<file path="src/hdl/motor_pkg.sv">
// Motor package
// Widths, FSM state codes, motion thresholds, the hammer startup table and
// the profile word shared by the angle to PWM controller
package motor_pkg;

    localparam int ANGLE_W    = 12;        // Encoder angle width
    localparam int ANGLE_FULL = 4096;      // Points per rotation
    localparam int STEP_W     = 4;         // Profile step index width
    localparam int NUM_STEPS  = 16;
    localparam logic [STEP_W-1:0] LAST_STEP = 4'd15;
    localparam int RATIO_W    = 8;         // PWM high time out of 255
    localparam int STATE_W    = 4;

    // FSM state codes
    localparam logic [STATE_W-1:0] ST_IDLE        = 4'd0;
    localparam logic [STATE_W-1:0] ST_CALC        = 4'd1;
    localparam logic [STATE_W-1:0] ST_ACCEL       = 4'd2;
    localparam logic [STATE_W-1:0] ST_HAMMER_FWD  = 4'd3;
    localparam logic [STATE_W-1:0] ST_HAMMER_RVS  = 4'd4;
    localparam logic [STATE_W-1:0] ST_HAMMER_PASS = 4'd5;
    localparam logic [STATE_W-1:0] ST_HAMMER_FAIL = 4'd6;
    localparam logic [STATE_W-1:0] ST_CRUISE      = 4'd7;
    localparam logic [STATE_W-1:0] ST_DECEL       = 4'd8;
    localparam logic [STATE_W-1:0] ST_SHUTDOWN    = 4'd9;

    localparam logic [ANGLE_W-1:0] TARGET_TOLERANCE = 12'd5;  // Move is complete below this
    localparam logic [ANGLE_W-1:0] DECEL_DISTANCE   = 12'd40; // Leave cruise below this
    localparam logic [ANGLE_W-1:0] MOVE_THRESHOLD   = 12'd3;  // Min change counted as movement

    // Ratio source selects
    localparam logic [2:0] RS_ZERO   = 3'd0;
    localparam logic [2:0] RS_LINEAR = 3'd1;
    localparam logic [2:0] RS_HAMMER = 3'd2;
    localparam logic [2:0] RS_CRUISE = 3'd3;

    // Hammer ratios before the offset, step 15 first down to step 0
    localparam logic [NUM_STEPS-1:0][RATIO_W-1:0] HAMMER_TABLE = {
        8'd0,  8'd80, 8'd40, 8'd100, 8'd40, 8'd80, 8'd40, 8'd100,
        8'd40, 8'd80, 8'd40, 8'd60,  8'd40, 8'd100, 8'd80, 8'd40
    };

    // Linear profile, flat at the port and byte steps in the ratio mux
    typedef union packed {
        logic [NUM_STEPS*RATIO_W-1:0]           flat;
        logic [NUM_STEPS-1:0][RATIO_W-1:0]      step;
    } profile_word_u;

endpackage

</file>
<file path="src/hdl/angle_delta.sv">
// Angle delta
// Registered shortest path distance and direction from the encoder angle
// to the target angle, with wraparound at the end of the turn
module angle_delta (
    input  logic                         clock,
    input  logic                         reset_n,
    input  logic [motor_pkg::ANGLE_W-1:0] target_angle,
    input  logic [motor_pkg::ANGLE_W-1:0] current_angle,
    output logic [motor_pkg::ANGLE_W-1:0] delta_angle,
    output logic                         dir_shortest   // 1 when increasing angle is shorter
);

    logic [motor_pkg::ANGLE_W-1:0] abs_diff;
    logic                          target_above;   // Target sits above encoder on the raw scale
    logic                          wrap;           // Shorter path crosses zero

    assign target_above = (target_angle >= current_angle);
    assign abs_diff     = target_above ? (target_angle - current_angle)
                                       : (current_angle - target_angle);
    assign wrap         = (abs_diff > motor_pkg::ANGLE_W'(motor_pkg::ANGLE_FULL / 2));

    always_ff @(posedge clock) begin
        if (!reset_n) begin
            delta_angle  <= '0;
            dir_shortest <= 1'b1;
        end else begin
            if (wrap) begin
                delta_angle  <= motor_pkg::ANGLE_W'(motor_pkg::ANGLE_FULL - abs_diff);
                dir_shortest <= ~target_above;  // Going the other way round is shorter
            end else begin
                delta_angle  <= abs_diff;
                // Half a turn exactly is a tie, taken as increasing
                dir_shortest <= target_above |
                                (abs_diff == motor_pkg::ANGLE_W'(motor_pkg::ANGLE_FULL / 2));
            end
        end
    end

endmodule

</file>
<file path="src/hdl/dwell_timer.sv">
// Dwell timer
// Detects absorbed PWM updates on the rising edge of pwm_done, holds each
// profile step for delay_target+1 of them and walks the step index
module dwell_timer (
    input  logic                          clock,
    input  logic                          reset_n,
    input  logic                          pwm_done,
    input  logic [motor_pkg::RATIO_W-1:0] delay_target,
    input  logic                          step_run,       // Count absorbed updates
    input  logic                          step_down,      // Tick walks the step down
    input  logic                          step_load_last, // Jump to the last step
    input  logic                          step_clear,     // Zero step and dwell count
    output logic                          step_tick,
    output logic [motor_pkg::STEP_W-1:0]  curr_step
);

    logic                          done_q;
    logic                          done_edge;   // Registered rising edge of pwm_done
    logic [motor_pkg::RATIO_W-1:0] dwell_cnt;

    // Last edge of the dwell while running
    assign step_tick = step_run & done_edge & (dwell_cnt == delay_target);

    always_ff @(posedge clock) begin
        if (!reset_n) begin
            done_q    <= 1'b0;
            done_edge <= 1'b0;
            dwell_cnt <= '0;
            curr_step <= '0;
        end else begin
            done_q    <= pwm_done;
            done_edge <= pwm_done & ~done_q;  // Only a fresh done counts as absorbed
            if (step_clear) begin
                dwell_cnt <= '0;
                curr_step <= '0;
            end else if (step_load_last) begin
                dwell_cnt <= '0;
                curr_step <= motor_pkg::LAST_STEP;
            end else if (step_tick) begin
                dwell_cnt <= '0;
                if (!step_down)
                    curr_step <= curr_step + 1'b1;
                else if (curr_step != '0)
                    curr_step <= curr_step - 1'b1;  // Hold at step 0 on the way down
            end else if (step_run && done_edge) begin
                dwell_cnt <= dwell_cnt + 1'b1;
            end
        end
    end

    // FSM loads the last step only out of cruise, never while clearing
    assert property (@(posedge clock) disable iff (!reset_n)
        !(step_load_last && step_clear));

endmodule

</file>
<file path="src/hdl/hammer_monitor.sv">
// Hammer monitor
// Samples the encoder on every hammer step, counts real movement and
// retries, and flags pass or fail of the hammer startup
module hammer_monitor (
    input  logic                          clock,
    input  logic                          reset_n,
    input  logic [motor_pkg::STATE_W-1:0] state,
    input  logic                          step_tick,
    input  logic [motor_pkg::STEP_W-1:0]  curr_step,
    input  logic [motor_pkg::ANGLE_W-1:0] current_angle,
    input  logic [3:0]                    fwd_count,
    input  logic [3:0]                    rvs_count,
    input  logic [1:0]                    retry_count,
    input  logic [2:0]                    consec_chg,
    output logic                          fwd_end,
    output logic                          rvs_end,
    output logic                          hammer_pass,
    output logic                          hammer_fail
);

    logic [motor_pkg::ANGLE_W-1:0] sample_angle;  // Encoder at the previous tick
    logic [motor_pkg::ANGLE_W-1:0] move_up, move_dn, move_abs;
    logic [2:0]                    chg_cnt;
    logic [1:0]                    retry_cnt;
    logic                          in_hammer;

    assign in_hammer = (state == motor_pkg::ST_HAMMER_FWD) |
                       (state == motor_pkg::ST_HAMMER_RVS);

    // Both directions wrap the same way, take the shorter one
    assign move_up  = current_angle - sample_angle;
    assign move_dn  = sample_angle - current_angle;
    assign move_abs = (move_up < move_dn) ? move_up : move_dn;

    assign fwd_end = (state == motor_pkg::ST_HAMMER_FWD) & step_tick & (curr_step == fwd_count);
    assign rvs_end = (state == motor_pkg::ST_HAMMER_RVS) & step_tick & (curr_step == rvs_count);

    assign hammer_pass = (chg_cnt == consec_chg);
    assign hammer_fail = (retry_cnt == retry_count);

    always_ff @(posedge clock) begin
        if (!reset_n) begin
            sample_angle <= '0;
            chg_cnt      <= '0;
            retry_cnt    <= '0;
        end else if (state == motor_pkg::ST_CALC) begin
            sample_angle <= current_angle;  // Fresh start for a new move
            chg_cnt      <= '0;
            retry_cnt    <= '0;
        end else if (in_hammer && step_tick) begin
            sample_angle <= current_angle;
            if (move_abs >= motor_pkg::MOVE_THRESHOLD)
                chg_cnt <= chg_cnt + 1'b1;
            if (fwd_end)
                retry_cnt <= retry_cnt + 1'b1;  // One forward pass done
        end
    end

    // A forward end always takes the FSM out of the forward state
    assert property (@(posedge clock) disable iff (!reset_n)
        fwd_end |=> (state != motor_pkg::ST_HAMMER_FWD));

endmodule

</file>
<file path="src/hdl/drive_ratio.sv">
// Drive ratio
// Picks the PWM ratio for the current phase and step, and the motor
// direction, both registered toward the PWM block
module drive_ratio (
    input  logic                          clock,
    input  logic                          reset_n,
    input  logic [2:0]                    ratio_sel,
    input  logic [motor_pkg::STEP_W-1:0]  curr_step,
    input  logic                          reverse,        // Hammer reverse phase
    input  logic                          dir_shortest,
    input  motor_pkg::profile_word_u      pwm_profile,
    input  logic [motor_pkg::RATIO_W-1:0] profile_offset,
    input  logic [motor_pkg::RATIO_W-1:0] cruise_power,
    output logic [motor_pkg::RATIO_W-1:0] pwm_ratio,
    output logic                          pwm_direction
);

    logic [motor_pkg::RATIO_W-1:0] ratio_next;

    always_comb begin
        case (ratio_sel)
            // Offset sums wrap modulo 256
            motor_pkg::RS_LINEAR: ratio_next = pwm_profile.step[curr_step] + profile_offset;
            motor_pkg::RS_HAMMER:
                ratio_next = motor_pkg::HAMMER_TABLE[curr_step] + profile_offset;
            motor_pkg::RS_CRUISE: ratio_next = cruise_power;
            default:              ratio_next = '0;  // Idle, fail and shutdown
        endcase
    end

    always_ff @(posedge clock) begin
        if (!reset_n) begin
            pwm_ratio     <= '0;
            pwm_direction <= 1'b0;
        end else begin
            pwm_ratio     <= ratio_next;
            pwm_direction <= dir_shortest ^ reverse;  // Reverse hammer pushes the other way
        end
    end

endmodule

</file>
<file path="src/hdl/motion_fsm.sv">
// Motion FSM
// Sequences calculate, accelerate or hammer startup, cruise, decelerate
// and shutdown, and drives the step controls and PWM handshake
module motion_fsm (
    input  logic                          clock,
    input  logic                          reset_n,
    input  logic                          angle_update,
    input  logic                          abort_angle,
    input  logic                          enable_hammer,
    input  logic [motor_pkg::ANGLE_W-1:0] delta_angle,
    input  logic                          step_tick,
    input  logic [motor_pkg::STEP_W-1:0]  curr_step,
    input  logic                          fwd_end,
    input  logic                          rvs_end,
    input  logic                          hammer_pass,
    input  logic                          hammer_fail,
    output logic [motor_pkg::STATE_W-1:0] state,
    output logic                          step_run,
    output logic                          step_down,
    output logic                          step_load_last,
    output logic                          step_clear,
    output logic [2:0]                    ratio_sel,
    output logic                          reverse,
    output logic                          pwm_update,
    output logic                          angle_done,
    output logic                          startup_fail
);

    logic [motor_pkg::STATE_W-1:0] next_state;

    always_comb begin
        next_state = state;
        case (state)
            motor_pkg::ST_IDLE: if (angle_update) next_state = motor_pkg::ST_CALC;
            motor_pkg::ST_CALC: begin  // One cycle only
                if (abort_angle || delta_angle <= motor_pkg::TARGET_TOLERANCE)
                    next_state = motor_pkg::ST_IDLE;
                else if (enable_hammer)
                    next_state = motor_pkg::ST_HAMMER_FWD;
                else
                    next_state = motor_pkg::ST_ACCEL;
            end
            motor_pkg::ST_ACCEL: begin
                if (abort_angle)
                    next_state = motor_pkg::ST_DECEL;  // Ramp down from the current step
                else if (step_tick && curr_step == motor_pkg::LAST_STEP)
                    next_state = motor_pkg::ST_CRUISE;
            end
            motor_pkg::ST_HAMMER_FWD: begin
                if (hammer_fail)      next_state = motor_pkg::ST_HAMMER_FAIL;
                else if (hammer_pass) next_state = motor_pkg::ST_HAMMER_PASS;
                else if (fwd_end)     next_state = motor_pkg::ST_HAMMER_RVS;
            end
            motor_pkg::ST_HAMMER_RVS:  if (rvs_end) next_state = motor_pkg::ST_HAMMER_FWD;
            motor_pkg::ST_HAMMER_PASS: next_state = motor_pkg::ST_CRUISE;
            motor_pkg::ST_HAMMER_FAIL: if (angle_update) next_state = motor_pkg::ST_CALC;
            motor_pkg::ST_CRUISE:
                if (abort_angle || delta_angle < motor_pkg::DECEL_DISTANCE)
                    next_state = motor_pkg::ST_DECEL;
            motor_pkg::ST_DECEL:
                if (delta_angle < motor_pkg::TARGET_TOLERANCE) next_state = motor_pkg::ST_SHUTDOWN;
            motor_pkg::ST_SHUTDOWN: if (step_tick) next_state = motor_pkg::ST_IDLE;
            default: next_state = motor_pkg::ST_IDLE;
        endcase
    end

    // Dwell is counted in every profile phase and in shutdown, not in cruise
    assign step_run = (state == motor_pkg::ST_ACCEL) | (state == motor_pkg::ST_HAMMER_FWD) |
                      (state == motor_pkg::ST_HAMMER_RVS) | (state == motor_pkg::ST_DECEL) |
                      (state == motor_pkg::ST_SHUTDOWN);
    assign step_down      = (state == motor_pkg::ST_DECEL);
    assign step_load_last = (state == motor_pkg::ST_CRUISE) & (next_state == motor_pkg::ST_DECEL);
    assign step_clear = (state == motor_pkg::ST_IDLE) | (state == motor_pkg::ST_CALC) |
                        (state == motor_pkg::ST_HAMMER_FWD && next_state != state) |
                        (state == motor_pkg::ST_HAMMER_RVS && next_state != state) |
                        (state == motor_pkg::ST_DECEL && next_state != state);
    assign reverse = (state == motor_pkg::ST_HAMMER_RVS);

    always_comb begin
        case (state)
            motor_pkg::ST_ACCEL, motor_pkg::ST_DECEL:           ratio_sel = motor_pkg::RS_LINEAR;
            motor_pkg::ST_HAMMER_FWD, motor_pkg::ST_HAMMER_RVS: ratio_sel = motor_pkg::RS_HAMMER;
            motor_pkg::ST_HAMMER_PASS, motor_pkg::ST_CRUISE:    ratio_sel = motor_pkg::RS_CRUISE;
            default:                                            ratio_sel = motor_pkg::RS_ZERO;
        endcase
    end

    always_ff @(posedge clock) begin
        if (!reset_n) begin
            state        <= motor_pkg::ST_IDLE;
            pwm_update   <= 1'b0;
            angle_done   <= 1'b0;
            startup_fail <= 1'b0;
        end else begin
            state <= next_state;
            // Level from leaving calculate until idle or startup failure
            pwm_update <= (next_state != motor_pkg::ST_IDLE) &
                          (next_state != motor_pkg::ST_CALC) &
                          (next_state != motor_pkg::ST_HAMMER_FAIL);
            angle_done <= (state == motor_pkg::ST_SHUTDOWN) & (next_state == motor_pkg::ST_IDLE);
            if (state == motor_pkg::ST_CALC)
                startup_fail <= 1'b0;
            else if (state == motor_pkg::ST_HAMMER_FAIL)
                startup_fail <= 1'b1;  // Held until the next move request
        end
    end

    // Done pulse lasts one clock, idle always follows shutdown
    assert property (@(posedge clock) disable iff (!reset_n) angle_done |=> !angle_done);

endmodule

</file>
<file path="src/hdl/angle_to_pwm.sv">
// Angle to PWM controller
// Drives a brushed wheel motor from the encoder angle to a target angle
// through linear or hammer acceleration, cruise and deceleration
module angle_to_pwm (
    input  logic                          clock,
    input  logic                          reset_n,
    input  logic [motor_pkg::ANGLE_W-1:0] target_angle,   // 4096 points per turn
    input  logic [motor_pkg::ANGLE_W-1:0] current_angle,  // From the encoder
    input  logic                          angle_update,   // Start a move
    input  logic                          abort_angle,
    input  logic                          pwm_done,       // Ratio absorbed by the PWM
    input  logic                          enable_hammer,  // Hammer startup instead of linear
    input  logic [3:0]                    fwd_count,
    input  logic [3:0]                    rvs_count,
    input  logic [1:0]                    retry_count,
    input  logic [2:0]                    consec_chg,     // Moves needed to pass startup
    input  logic [motor_pkg::RATIO_W-1:0] delay_target,   // Absorbed updates per step, minus 1
    input  logic [motor_pkg::RATIO_W-1:0] profile_offset,
    input  logic [motor_pkg::RATIO_W-1:0] cruise_power,
    input  logic [127:0]                  pwm_profile,    // 16 byte steps, step 0 in the low byte
    output logic                          startup_fail,
    output logic                          angle_done,
    output logic                          pwm_enable,
    output logic                          pwm_update,
    output logic                          pwm_direction,
    output logic [motor_pkg::RATIO_W-1:0] pwm_ratio
);

    logic [motor_pkg::ANGLE_W-1:0] delta_angle;
    logic                          dir_shortest;
    logic [motor_pkg::STATE_W-1:0] state;
    logic [motor_pkg::STEP_W-1:0]  curr_step;
    logic                          step_tick, step_run, step_down, step_load_last, step_clear;
    logic [2:0]                    ratio_sel;
    logic                          reverse;
    logic                          fwd_end, rvs_end, hammer_pass, hammer_fail;
    motor_pkg::profile_word_u      profile_word;

    assign pwm_enable        = 1'b1;
    assign profile_word.flat = pwm_profile;

    motion_fsm i_motion_fsm (
        .clock, .reset_n, .angle_update, .abort_angle, .enable_hammer, .delta_angle,
        .step_tick, .curr_step, .fwd_end, .rvs_end, .hammer_pass, .hammer_fail,
        .state, .step_run, .step_down, .step_load_last, .step_clear, .ratio_sel,
        .reverse, .pwm_update, .angle_done, .startup_fail
    );

    dwell_timer i_dwell_timer (
        .clock, .reset_n, .pwm_done, .delay_target, .step_run, .step_down,
        .step_load_last, .step_clear, .step_tick, .curr_step
    );

    angle_delta i_angle_delta (
        .clock, .reset_n, .target_angle, .current_angle, .delta_angle, .dir_shortest
    );

    hammer_monitor i_hammer_monitor (
        .clock, .reset_n, .state, .step_tick, .curr_step, .current_angle,
        .fwd_count, .rvs_count, .retry_count, .consec_chg,
        .fwd_end, .rvs_end, .hammer_pass, .hammer_fail
    );

    drive_ratio i_drive_ratio (
        .clock, .reset_n, .ratio_sel, .curr_step, .reverse, .dir_shortest,
        .pwm_profile (profile_word),
        .profile_offset, .cruise_power, .pwm_ratio, .pwm_direction
    );

endmodule

</file>
<file path="config.mk">
export PLATFORM = sky130hd
export DESIGN_NAME = angle_to_pwm
export DESIGN_NICKNAME = d
export VERILOG_FILES = /design/src/hdl/motor_pkg.sv /design/src/hdl/angle_delta.sv /design/src/hdl/dwell_timer.sv /design/src/hdl/hammer_monitor.sv /design/src/hdl/drive_ratio.sv /design/src/hdl/motion_fsm.sv /design/src/hdl/angle_to_pwm.sv
export SDC_FILE = /design/constraint.sdc
export NUM_CORES = 1
export LEC_CHECK = 0
export BUFFER_PORTS_ARGS = -buffer_cell sky130_fd_sc_hd__clkbuf_2
export CORE_MARGIN = 4
export CORE_UTILIZATION = 55
export CTS_CLUSTER_DIAMETER = 120
export DETAILED_ROUTE_END_ITERATION = 8
export GPL_TIMING_DRIVEN = 0
export PLACE_DENSITY = 0.83
export SYNTH_ARGS = -nofsm -noshare
export SYNTH_HDL_FRONTEND = slang
export SYNTH_SLANG_ARGS = --single-unit
export TNS_END_PERCENT = 20
</file>
<file path="constraint.sdc">
create_clock -name clock -period 5.85 [get_ports clock]
set_clock_uncertainty 0.05 [all_clocks]
set_input_delay 1.4625 -clock clock [delete_from_list [all_inputs] [get_ports clock]]
set_output_delay 1.4625 -clock clock [all_outputs]
set_load 0.02 [all_outputs]
</file>
# == Word-level counts from Yosys, hierarchy flattened ==
# Memories as Yosys holds them, arrays and structs flattened. A register that Yosys moved wholly into a read port is not among the register bits.
# Cells that the tools add are included.
# totals
regBits,60
latch_bits,0
ramBits,0
romBits,128
inputBits,195
output_inout_bits,13
elab_cells,139
n_memories,1
# mem_list
memory,depth,word_bits,rd,rd_ports_with_merged_regs,write_ports,line,rtl
(name not given),16,8,1,1,0,drive_ratio.sv:25,ratio_next = motor_pkg::HAMMER_TABLE[curr_step] + profile_offset;
# op_classes
n_addsub,12
multipliers,0
n_div,0
order_cmp,8
n_eq_ne,24
n_shift,0
mux,30
n_bitwise,25
reduce_logical,24
# op_table
operator,n
4-bit 2-to-1 mux,17
12-bit 2-to-1 mux,5
12-bit subtractor,4
4-bit one-hot mux with 9 select lines,1
8-bit binary-select mux with 4-bit select,1
8-bit one-hot mux with 3 select lines,1
8-bit adder,2
4-bit by 3-bit == test with 1-bit output (second input constant),4
4-bit == test (second input constant),4
8-bit 2-to-1 mux,2
12-bit == test (second input constant),1
12-bit >= comparator,1
12-bit by 2-bit >= comparator with 1-bit output (second input constant),1
12-bit > comparator (second input constant),1
12-bit by 3-bit <= comparator with 1-bit output (second input constant),1
12-bit less-than comparator,1
12-bit by 3-bit less-than comparator with 1-bit output (second input constant),1
12-bit by 6-bit less-than comparator with 1-bit output (second input constant),1
2-bit OR reduction,6
1-bit by 12-bit subtractor with 12-bit output (first input constant),1
1-bit AND,11
1-bit bitwise OR,10
8-bit by 1-bit adder with 8-bit output (second input constant),1
4-bit by 2-bit == test with 1-bit output (second input constant),2
other kinds (27),43

# == Longest topological paths before layout ==
# logic_depth
ltp_word,20
mapped_depth,19
ltp_nobuf,19

# == Hierarchy ==
# A second synthesis with hierarchy kept.
# unflattened
hier_cells,944
hier_area_um2,7892.6
# by_module_without_submodules
module,n_inst,cells_per_inst,area_each_um2,seq_area_each_um2
hammer_monitor,1,308,2357.3,340.3
drive_ratio,1,190,2000.7,180.2
angle_delta,1,259,1960.6,260.2
dwell_timer,1,84,788.3,280.3
motion_fsm,1,101,774.5,140.1
angle_to_pwm,1,2,11.3,0.0

# == Least setup slack after synthesis ==
# OpenSTA, ideal clock, no wires.
# synth_path
kind,input-to-reg
start,input port current_angle[0] in the netlist's numbering
end,register i_hammer_monitor.chg_cnt[2]
setup_time_ps,72
arrival_time_ps,4881
t_required_ps,5728
setup_slack_ps,847
stages,18
n_path_buf,0
path_cell_list,inv_1 > ha_1 > inv_1 > fa_1 > a21o_1 > a221oi_1 > o21bai_1 > a21oi_1 > xnor2_1 > ha_1 > a2111o_1 > a31oi_1 > o21ai_0 > a221o_1 > nand4_1 > nor4_1 > or4_1 > a21oi_1
# synth_via
elab_chain_cells,5
word_cells_on_any_way,6
classes_between,2 x add/sub; 2 x order compare; 1 x mux; 1 x reduce/logical
# synth_rtl
item,line,rtl
"start, declared",angle_to_pwm.sv:8,"input logic [motor_pkg::ANGLE_W-1:0] current_angle,"
12-bit subtractor (on tied branches),"hammer_monitor.sv:31, hammer_monitor.sv:32",
12-bit less-than comparator,hammer_monitor.sv:33,assign move_abs = (move_up < move_dn) ? move_up : move_dn;
12-bit 2-to-1 mux (*),hammer_monitor.sv:33,
12-bit by 2-bit >= comparator with 1-bit output (*),hammer_monitor.sv:52,if (move_abs >= motor_pkg::MOVE_THRESHOLD)
2-bit AND reduction (no source line) (*),--,
"end signal, assigned",hammer_monitor.sv:53,chg_cnt <= chg_cnt + 1'b1;
"end, declared",hammer_monitor.sv:23,logic [2:0] chg_cnt;
# Mark *: on every way between the ends. The rest lies on a longest branch, timed or not.
# A chain may end at the register's enable or synchronous reset.

# == Worst setup path after layout ==
# Ends and elaborated chain as after synthesis.

==> impl_metrics.prom <==
# TYPE chip_impl_metric gauge
chip_impl_info{name="outcome",value="complete, no violations"} 1
chip_impl_metric{name="syn_to_final_growth",unit="%"} 20.8
chip_impl_metric{name="antenna_violating_nets_post_route",unit=""} 0
chip_impl_metric{name="first_iter_violations",unit=""} 654
chip_impl_metric{name="cts_sinks",unit=""} 65
chip_impl_metric{name="ys_seq_area_frac",unit=""} 0.172
chip_impl_metric{name="maxCapViolations",unit=""} 0
chip_impl_metric{name="avgRoutedWirePerCell",unit="um"} 18.1
chip_impl_metric{name="overflow",unit=""} 0
chip_impl_info{name="whs_endpoint",value="i_dwell_timer.done_edge"} 1
chip_impl_metric{name="crit_buf_inv",unit=""} 3
chip_impl_metric{name="cts_buffers",unit=""} 9
chip_impl_metric{name="r2r_setup_slack",unit="ns"} 1.06
chip_impl_info{name="path_class",value="input port to flip-flop"} 1
chip_impl_metric{name="crit_arrival",unit="ns"} 5.56
chip_impl_metric{name="count_of_flip_flops_with_a_built_in_enable_after_synthesis",unit=""} 0
chip_impl_metric{name="filler_cell_count",unit=""} 1136
chip_impl_metric{name="drv_slew",unit=""} 0
chip_impl_metric{name="report.final.setup_viol",unit=""} 0
chip_impl_metric{name="timing.final.ws_setup",unit="ns"} 0.505
chip_impl_metric{name="groute.layer.met1.usage",unit=""} 0.388
chip_impl_info{name="tritoncts",value="done"} 1
chip_impl_metric{name="globalRouteTotalUtil",unit=""} 0.291
chip_impl_metric{name="floorplan.die_area",unit="um^2"} 15700
chip_impl_metric{name="cp.required",unit="ns"} 6.06
chip_impl_info{name="rsz_0062_raised_after_global_routing",value="false"} 1
chip_impl_metric{name="cts_setup_buffers",unit=""} 0
chip_impl_metric{name="worstSkewPairLatency",unit="ns"} 0.34
chip_impl_metric{name="cells_on_worst_hold_path",unit=""} 1
chip_impl_metric{name="post_synth_num_cell_types",unit=""} 80
chip_impl_metric{name="route.detailed.drc",unit=""} 0
chip_impl_metric{name="yosys_warnings",unit=""} 0
chip_impl_metric{name="comb_power_share",unit=""} 0.409
chip_impl_metric{name="post-dp-hpwl",unit="um"} 19400
chip_impl_metric{name="synth_seq_cells",unit=""} 65
chip_impl_metric{name="vdd.ir_drop.worst",unit="mV"} 0.229
chip_impl_info{name="critical_path.cell_chain",value="clkbuf_2 -> inv_1 -> ha_1 -> inv_1 -> fa_1 -> a21o_1 -> a221oi_1 -> o21bai_1 -> a21oi_1 -> xnor2_1 -> ha_1 -> a2111o_1 -> a31oi_1 -> o21ai_0 -> a221o_1 -> nand4_1 -> nor4_1 -> or4_1 -> a21oi_1"} 1
chip_impl_metric{name="power.switching_fraction",unit=""} 0.354
chip_impl_metric{name="grt_max_degree",unit=""} 13
chip_impl_metric{name="start_util",unit=""} 0.566
chip_impl_metric{name="worstRegToRegCells",unit=""} 14
chip_impl_info{name="worstHoldStart",value="i_dwell_timer.done_q"} 1
chip_impl_metric{name="drt_wl_total",unit="um"} 23400
chip_impl_metric{name="dieHeight",unit="um"} 125
chip_impl_metric{name="via_per_inst",unit=""} 6.01
chip_impl_metric{name="numPortBuffers",unit=""} 206
chip_impl_info{name="ys.flop_type",value="sky130_fd_sc_hd__dfxtp_1"} 1
chip_impl_info{name="timing.critical_path.max_delay_family",value="compound AO/OA/AOI/OAI gates"} 1
chip_impl_metric{name="cts.htree.levels",unit=""} 3
chip_impl_metric{name="syn_area_per_cell",unit="um^2"} 8.48
chip_impl_metric{name="postSynthCellCount",unit=""} 891
chip_impl_metric{name="global_route_wire_length_before_repair",unit="um"} 37500
chip_impl_metric{name="synth_nets",unit=""} 1167
chip_impl_metric{name="core_region_area",unit="um^2"} 13300
chip_impl_metric{name="achievable-frequency",unit="MHz"} 187
chip_impl_metric{name="worst_pin_slew",unit="ns"} 1.30
chip_impl_metric{name="synthArstFlopShare",unit=""} 0
chip_impl_metric{name="row_count",unit=""} 42
chip_impl_metric{name="final_hold_viol_count",unit=""} 0
chip_impl_metric{name="initial_antenna_violation_count",unit=""} 2
chip_impl_metric{name="core_occupancy_in_the_finished_layout",unit=""} 0.684
chip_impl_info{name="layout.cells.most_common",value="sky130_fd_sc_hd__clkbuf_2"} 1
chip_impl_metric{name="seq_power_share",unit=""} 0.271
chip_impl_info{name="top_usage_layer",value="met2"} 1
chip_impl_info{name="crit_path_top_delay_cell",value="sky130_fd_sc_hd__a221oi_1"} 1
chip_impl_metric{name="route.vias.total",unit=""} 7751
chip_impl_info{name="crit_path_end_kind",value="flip-flop"} 1
chip_impl_metric{name="top_level_ports",unit=""} 208
chip_impl_metric{name="period_needed",unit="ns"} 5.35
chip_impl_metric{name="number_of_global_route_vias_before_repair",unit=""} 7458
chip_impl_metric{name="p_leak",unit="uW"} 0.00402
chip_impl_metric{name="gp_routability_congestion",unit=""} 0.985
chip_impl_metric{name="m2_gr_usage",unit=""} 0.487
chip_impl_info{name="r2r-end",value="i_drive_ratio.pwm_ratio[7]"} 1
chip_impl_metric{name="tns",unit="ns"} 0
chip_impl_metric{name="yosysTopAreaCellShare",unit=""} 0.172
chip_impl_metric{name="worst_stage_delay_on_the_critical_path",unit="ns"} 0.54
chip_impl_metric{name="drive_gt1_frac",unit=""} 0.279
chip_impl_metric{name="cts.hold.buffers_added",unit=""} 0
chip_impl_metric{name="die_x",unit="um"} 125
chip_impl_metric{name="worst_slew_margin_relative_to_its_limit",unit=""} 0.113
chip_impl_metric{name="cts_max_path_buffers",unit=""} 2
chip_impl_metric{name="clockPowerShare",unit=""} 0.320
chip_impl_info{name="critical_r2r_launch",value="i_dwell_timer.curr_step[0]"} 1
chip_impl_metric{name="cell_internal_pwr",unit="uW"} 1170
chip_impl_info{name="post_synth_main_area_contributors",value="sky130_fd_sc_hd__dfxtp_1 17%, sky130_fd_sc_hd__ha_1 12%, sky130_fd_sc_hd__mux4_2 12%"} 1
chip_impl_metric{name="worst_setup_hold_path_clk_slew",unit="ns"} 0.06
chip_impl_metric{name="crit_path_max_fanout",unit=""} 6
chip_impl_metric{name="global_route.usage.met3",unit=""} 0.0635
chip_impl_metric{name="cellPowerDensity",unit="nW/um^2"} 199
chip_impl_info{name="hold_class",value="flip-flop to flip-flop"} 1
chip_impl_metric{name="layout_worst_path_cycle_share",unit=""} 0.914
chip_impl_metric{name="worst_case_setup_slack_after_placement",unit="ns"} 0.180
chip_impl_info{name="worstSetupStartpointType",value="input port"} 1
chip_impl_metric{name="switching_power",unit="uW"} 643
chip_impl_metric{name="drt-pass1-iter-count",unit=""} 5
chip_impl_metric{name="postCtsResizedCells",unit=""} 0
chip_impl_info{name="final_cell_mix",value="207 x sky130_fd_sc_hd__clkbuf_2, 75 x sky130_fd_sc_hd__ha_1, 74 x sky130_fd_sc_hd__nor2_1"} 1
chip_impl_metric{name="antenna_cells_inserted",unit=""} 0
chip_impl_metric{name="netlist_area",unit="um^2"} 7550
chip_impl_metric{name="layout.nets",unit=""} 1384
chip_impl_info{name="ctsRootBufferMaster",value="sky130_fd_sc_hd__clkbuf_16"} 1
chip_impl_info{name="cell_type_contributing_the_most_total_cell_area_after_synthesis",value="sky130_fd_sc_hd__dfxtp_1"} 1
registers in the layout (all words and copies together), names as in the netlist, named ones only:
name,count
i_hammer_monitor.sample_angle,12
i_dwell_timer.dwell_cnt,8
i_angle_delta.delta_angle,12
i_drive_ratio.pwm_direction,1
i_angle_delta.dir_shortest,1
i_motion_fsm.state,4
i_drive_ratio.pwm_ratio,8
i_hammer_monitor.chg_cnt,3
i_dwell_timer.done_q,1
i_dwell_timer.curr_step,4
i_hammer_monitor.retry_cnt,2
i_motion_fsm.startup_fail,1
i_dwell_timer.done_edge,1
i_motion_fsm.angle_done,1
i_motion_fsm.pwm_update,1
cells in the mapped netlist (all sizes together), types with 9 or more instances:
cell and number:
nor2 82, ha 75, dfxtp 65, inv 64
a21oi 60, xnor2 49, nand2 45, mux4 40
o21ai 36, clkbuf 33, a21o 26, xor2 25
nand3 20, nor3 20, buf 19, nand4 13
nand2b 12, nor2b 12, a22oi 10, a31oi 10
o211ai 10, or3 9
worst max-delay path by stage:
stage / start / end / cells after the start
floorplan: current_angle[0] / i_hammer_monitor.chg_cnt[2] / 18
global placement: current_angle[0] / i_hammer_monitor.chg_cnt[1] / 19
detailed placement: current_angle[0] / i_hammer_monitor.chg_cnt[2] / 19
CTS: current_angle[0] / i_hammer_monitor.chg_cnt[2] / 19
global route: current_angle[0] / i_hammer_monitor.chg_cnt[0] / 18
finish: current_angle[0] / i_hammer_monitor.chg_cnt[2] / 19
logic make-up after synthesis:
group	Yosys count	synth area share
compound gates	232	0.215
mux	52	0.136
xor+xnor	74	0.0858
other cells	1	0.000496
simple gates	270	0.188
buf+inv	116	0.0619
flops	65	0.172
fa+ha+maj	81	0.140
worst register-to-register path: cells and delay by family, from the launching register on:
| kind | cells | cell delay (ns) |
|---|---|---|
| compound gates | 6 | 1.02 |
| mux | 3 | 1.39 |
| simple gates | 1 | 0.05 |
| buf+inv | 2 | 1.32 |
| xor+xnor | 1 | 0.10 |
| flops | 1 | 0.41 |
| fa+ha+maj | 1 | 0.32 |
layer usage:
metal | part of all wire | wire length, um
met3 | 0.074 | 1730
met4 | 0.015 | 361
met1 | 0.43 | 9970
met2 | 0.48 | 11300
met5 | 0.0011 | 26
power groups by stage:
stage / clock [uW] / sequential (uW) / combinational [uW]
floorplan: 0 / 502 / 518
finish: 581 / 492 / 742
global route: 608 / 497 / 825
CTS: 585 / 493 / 733
global placement: 0 / 501 / 711
detailed placement: 0 / 502 / 725
layout make-up:
cell class                 instances  area, um^2  share of cell area
timing repair buffer             206        1030               0.113
multi-input combinational        710        5790               0.634
clock buffer                      10         229              0.0251
tap                              176         220              0.0241
clock inverter                     6        91.3              0.0100
buffer                            52         228              0.0250
inverter                          64         240              0.0263
sequential                        65        1300               0.143
through the flow:
step	total power, uW	std cells	area (um^2)	hold WS [ns]
floorplan	1020	891	7550	0.317
global placement	1210	1273	8810	0.322
detailed placement	1230	1273	8810	0.324
CTS	1810	1289	9130	0.330
global route	1930	1289	9130	0.359
finish	1820	1289	9130	0.329
No activity file was read; power rests on OpenSTA's default activity.
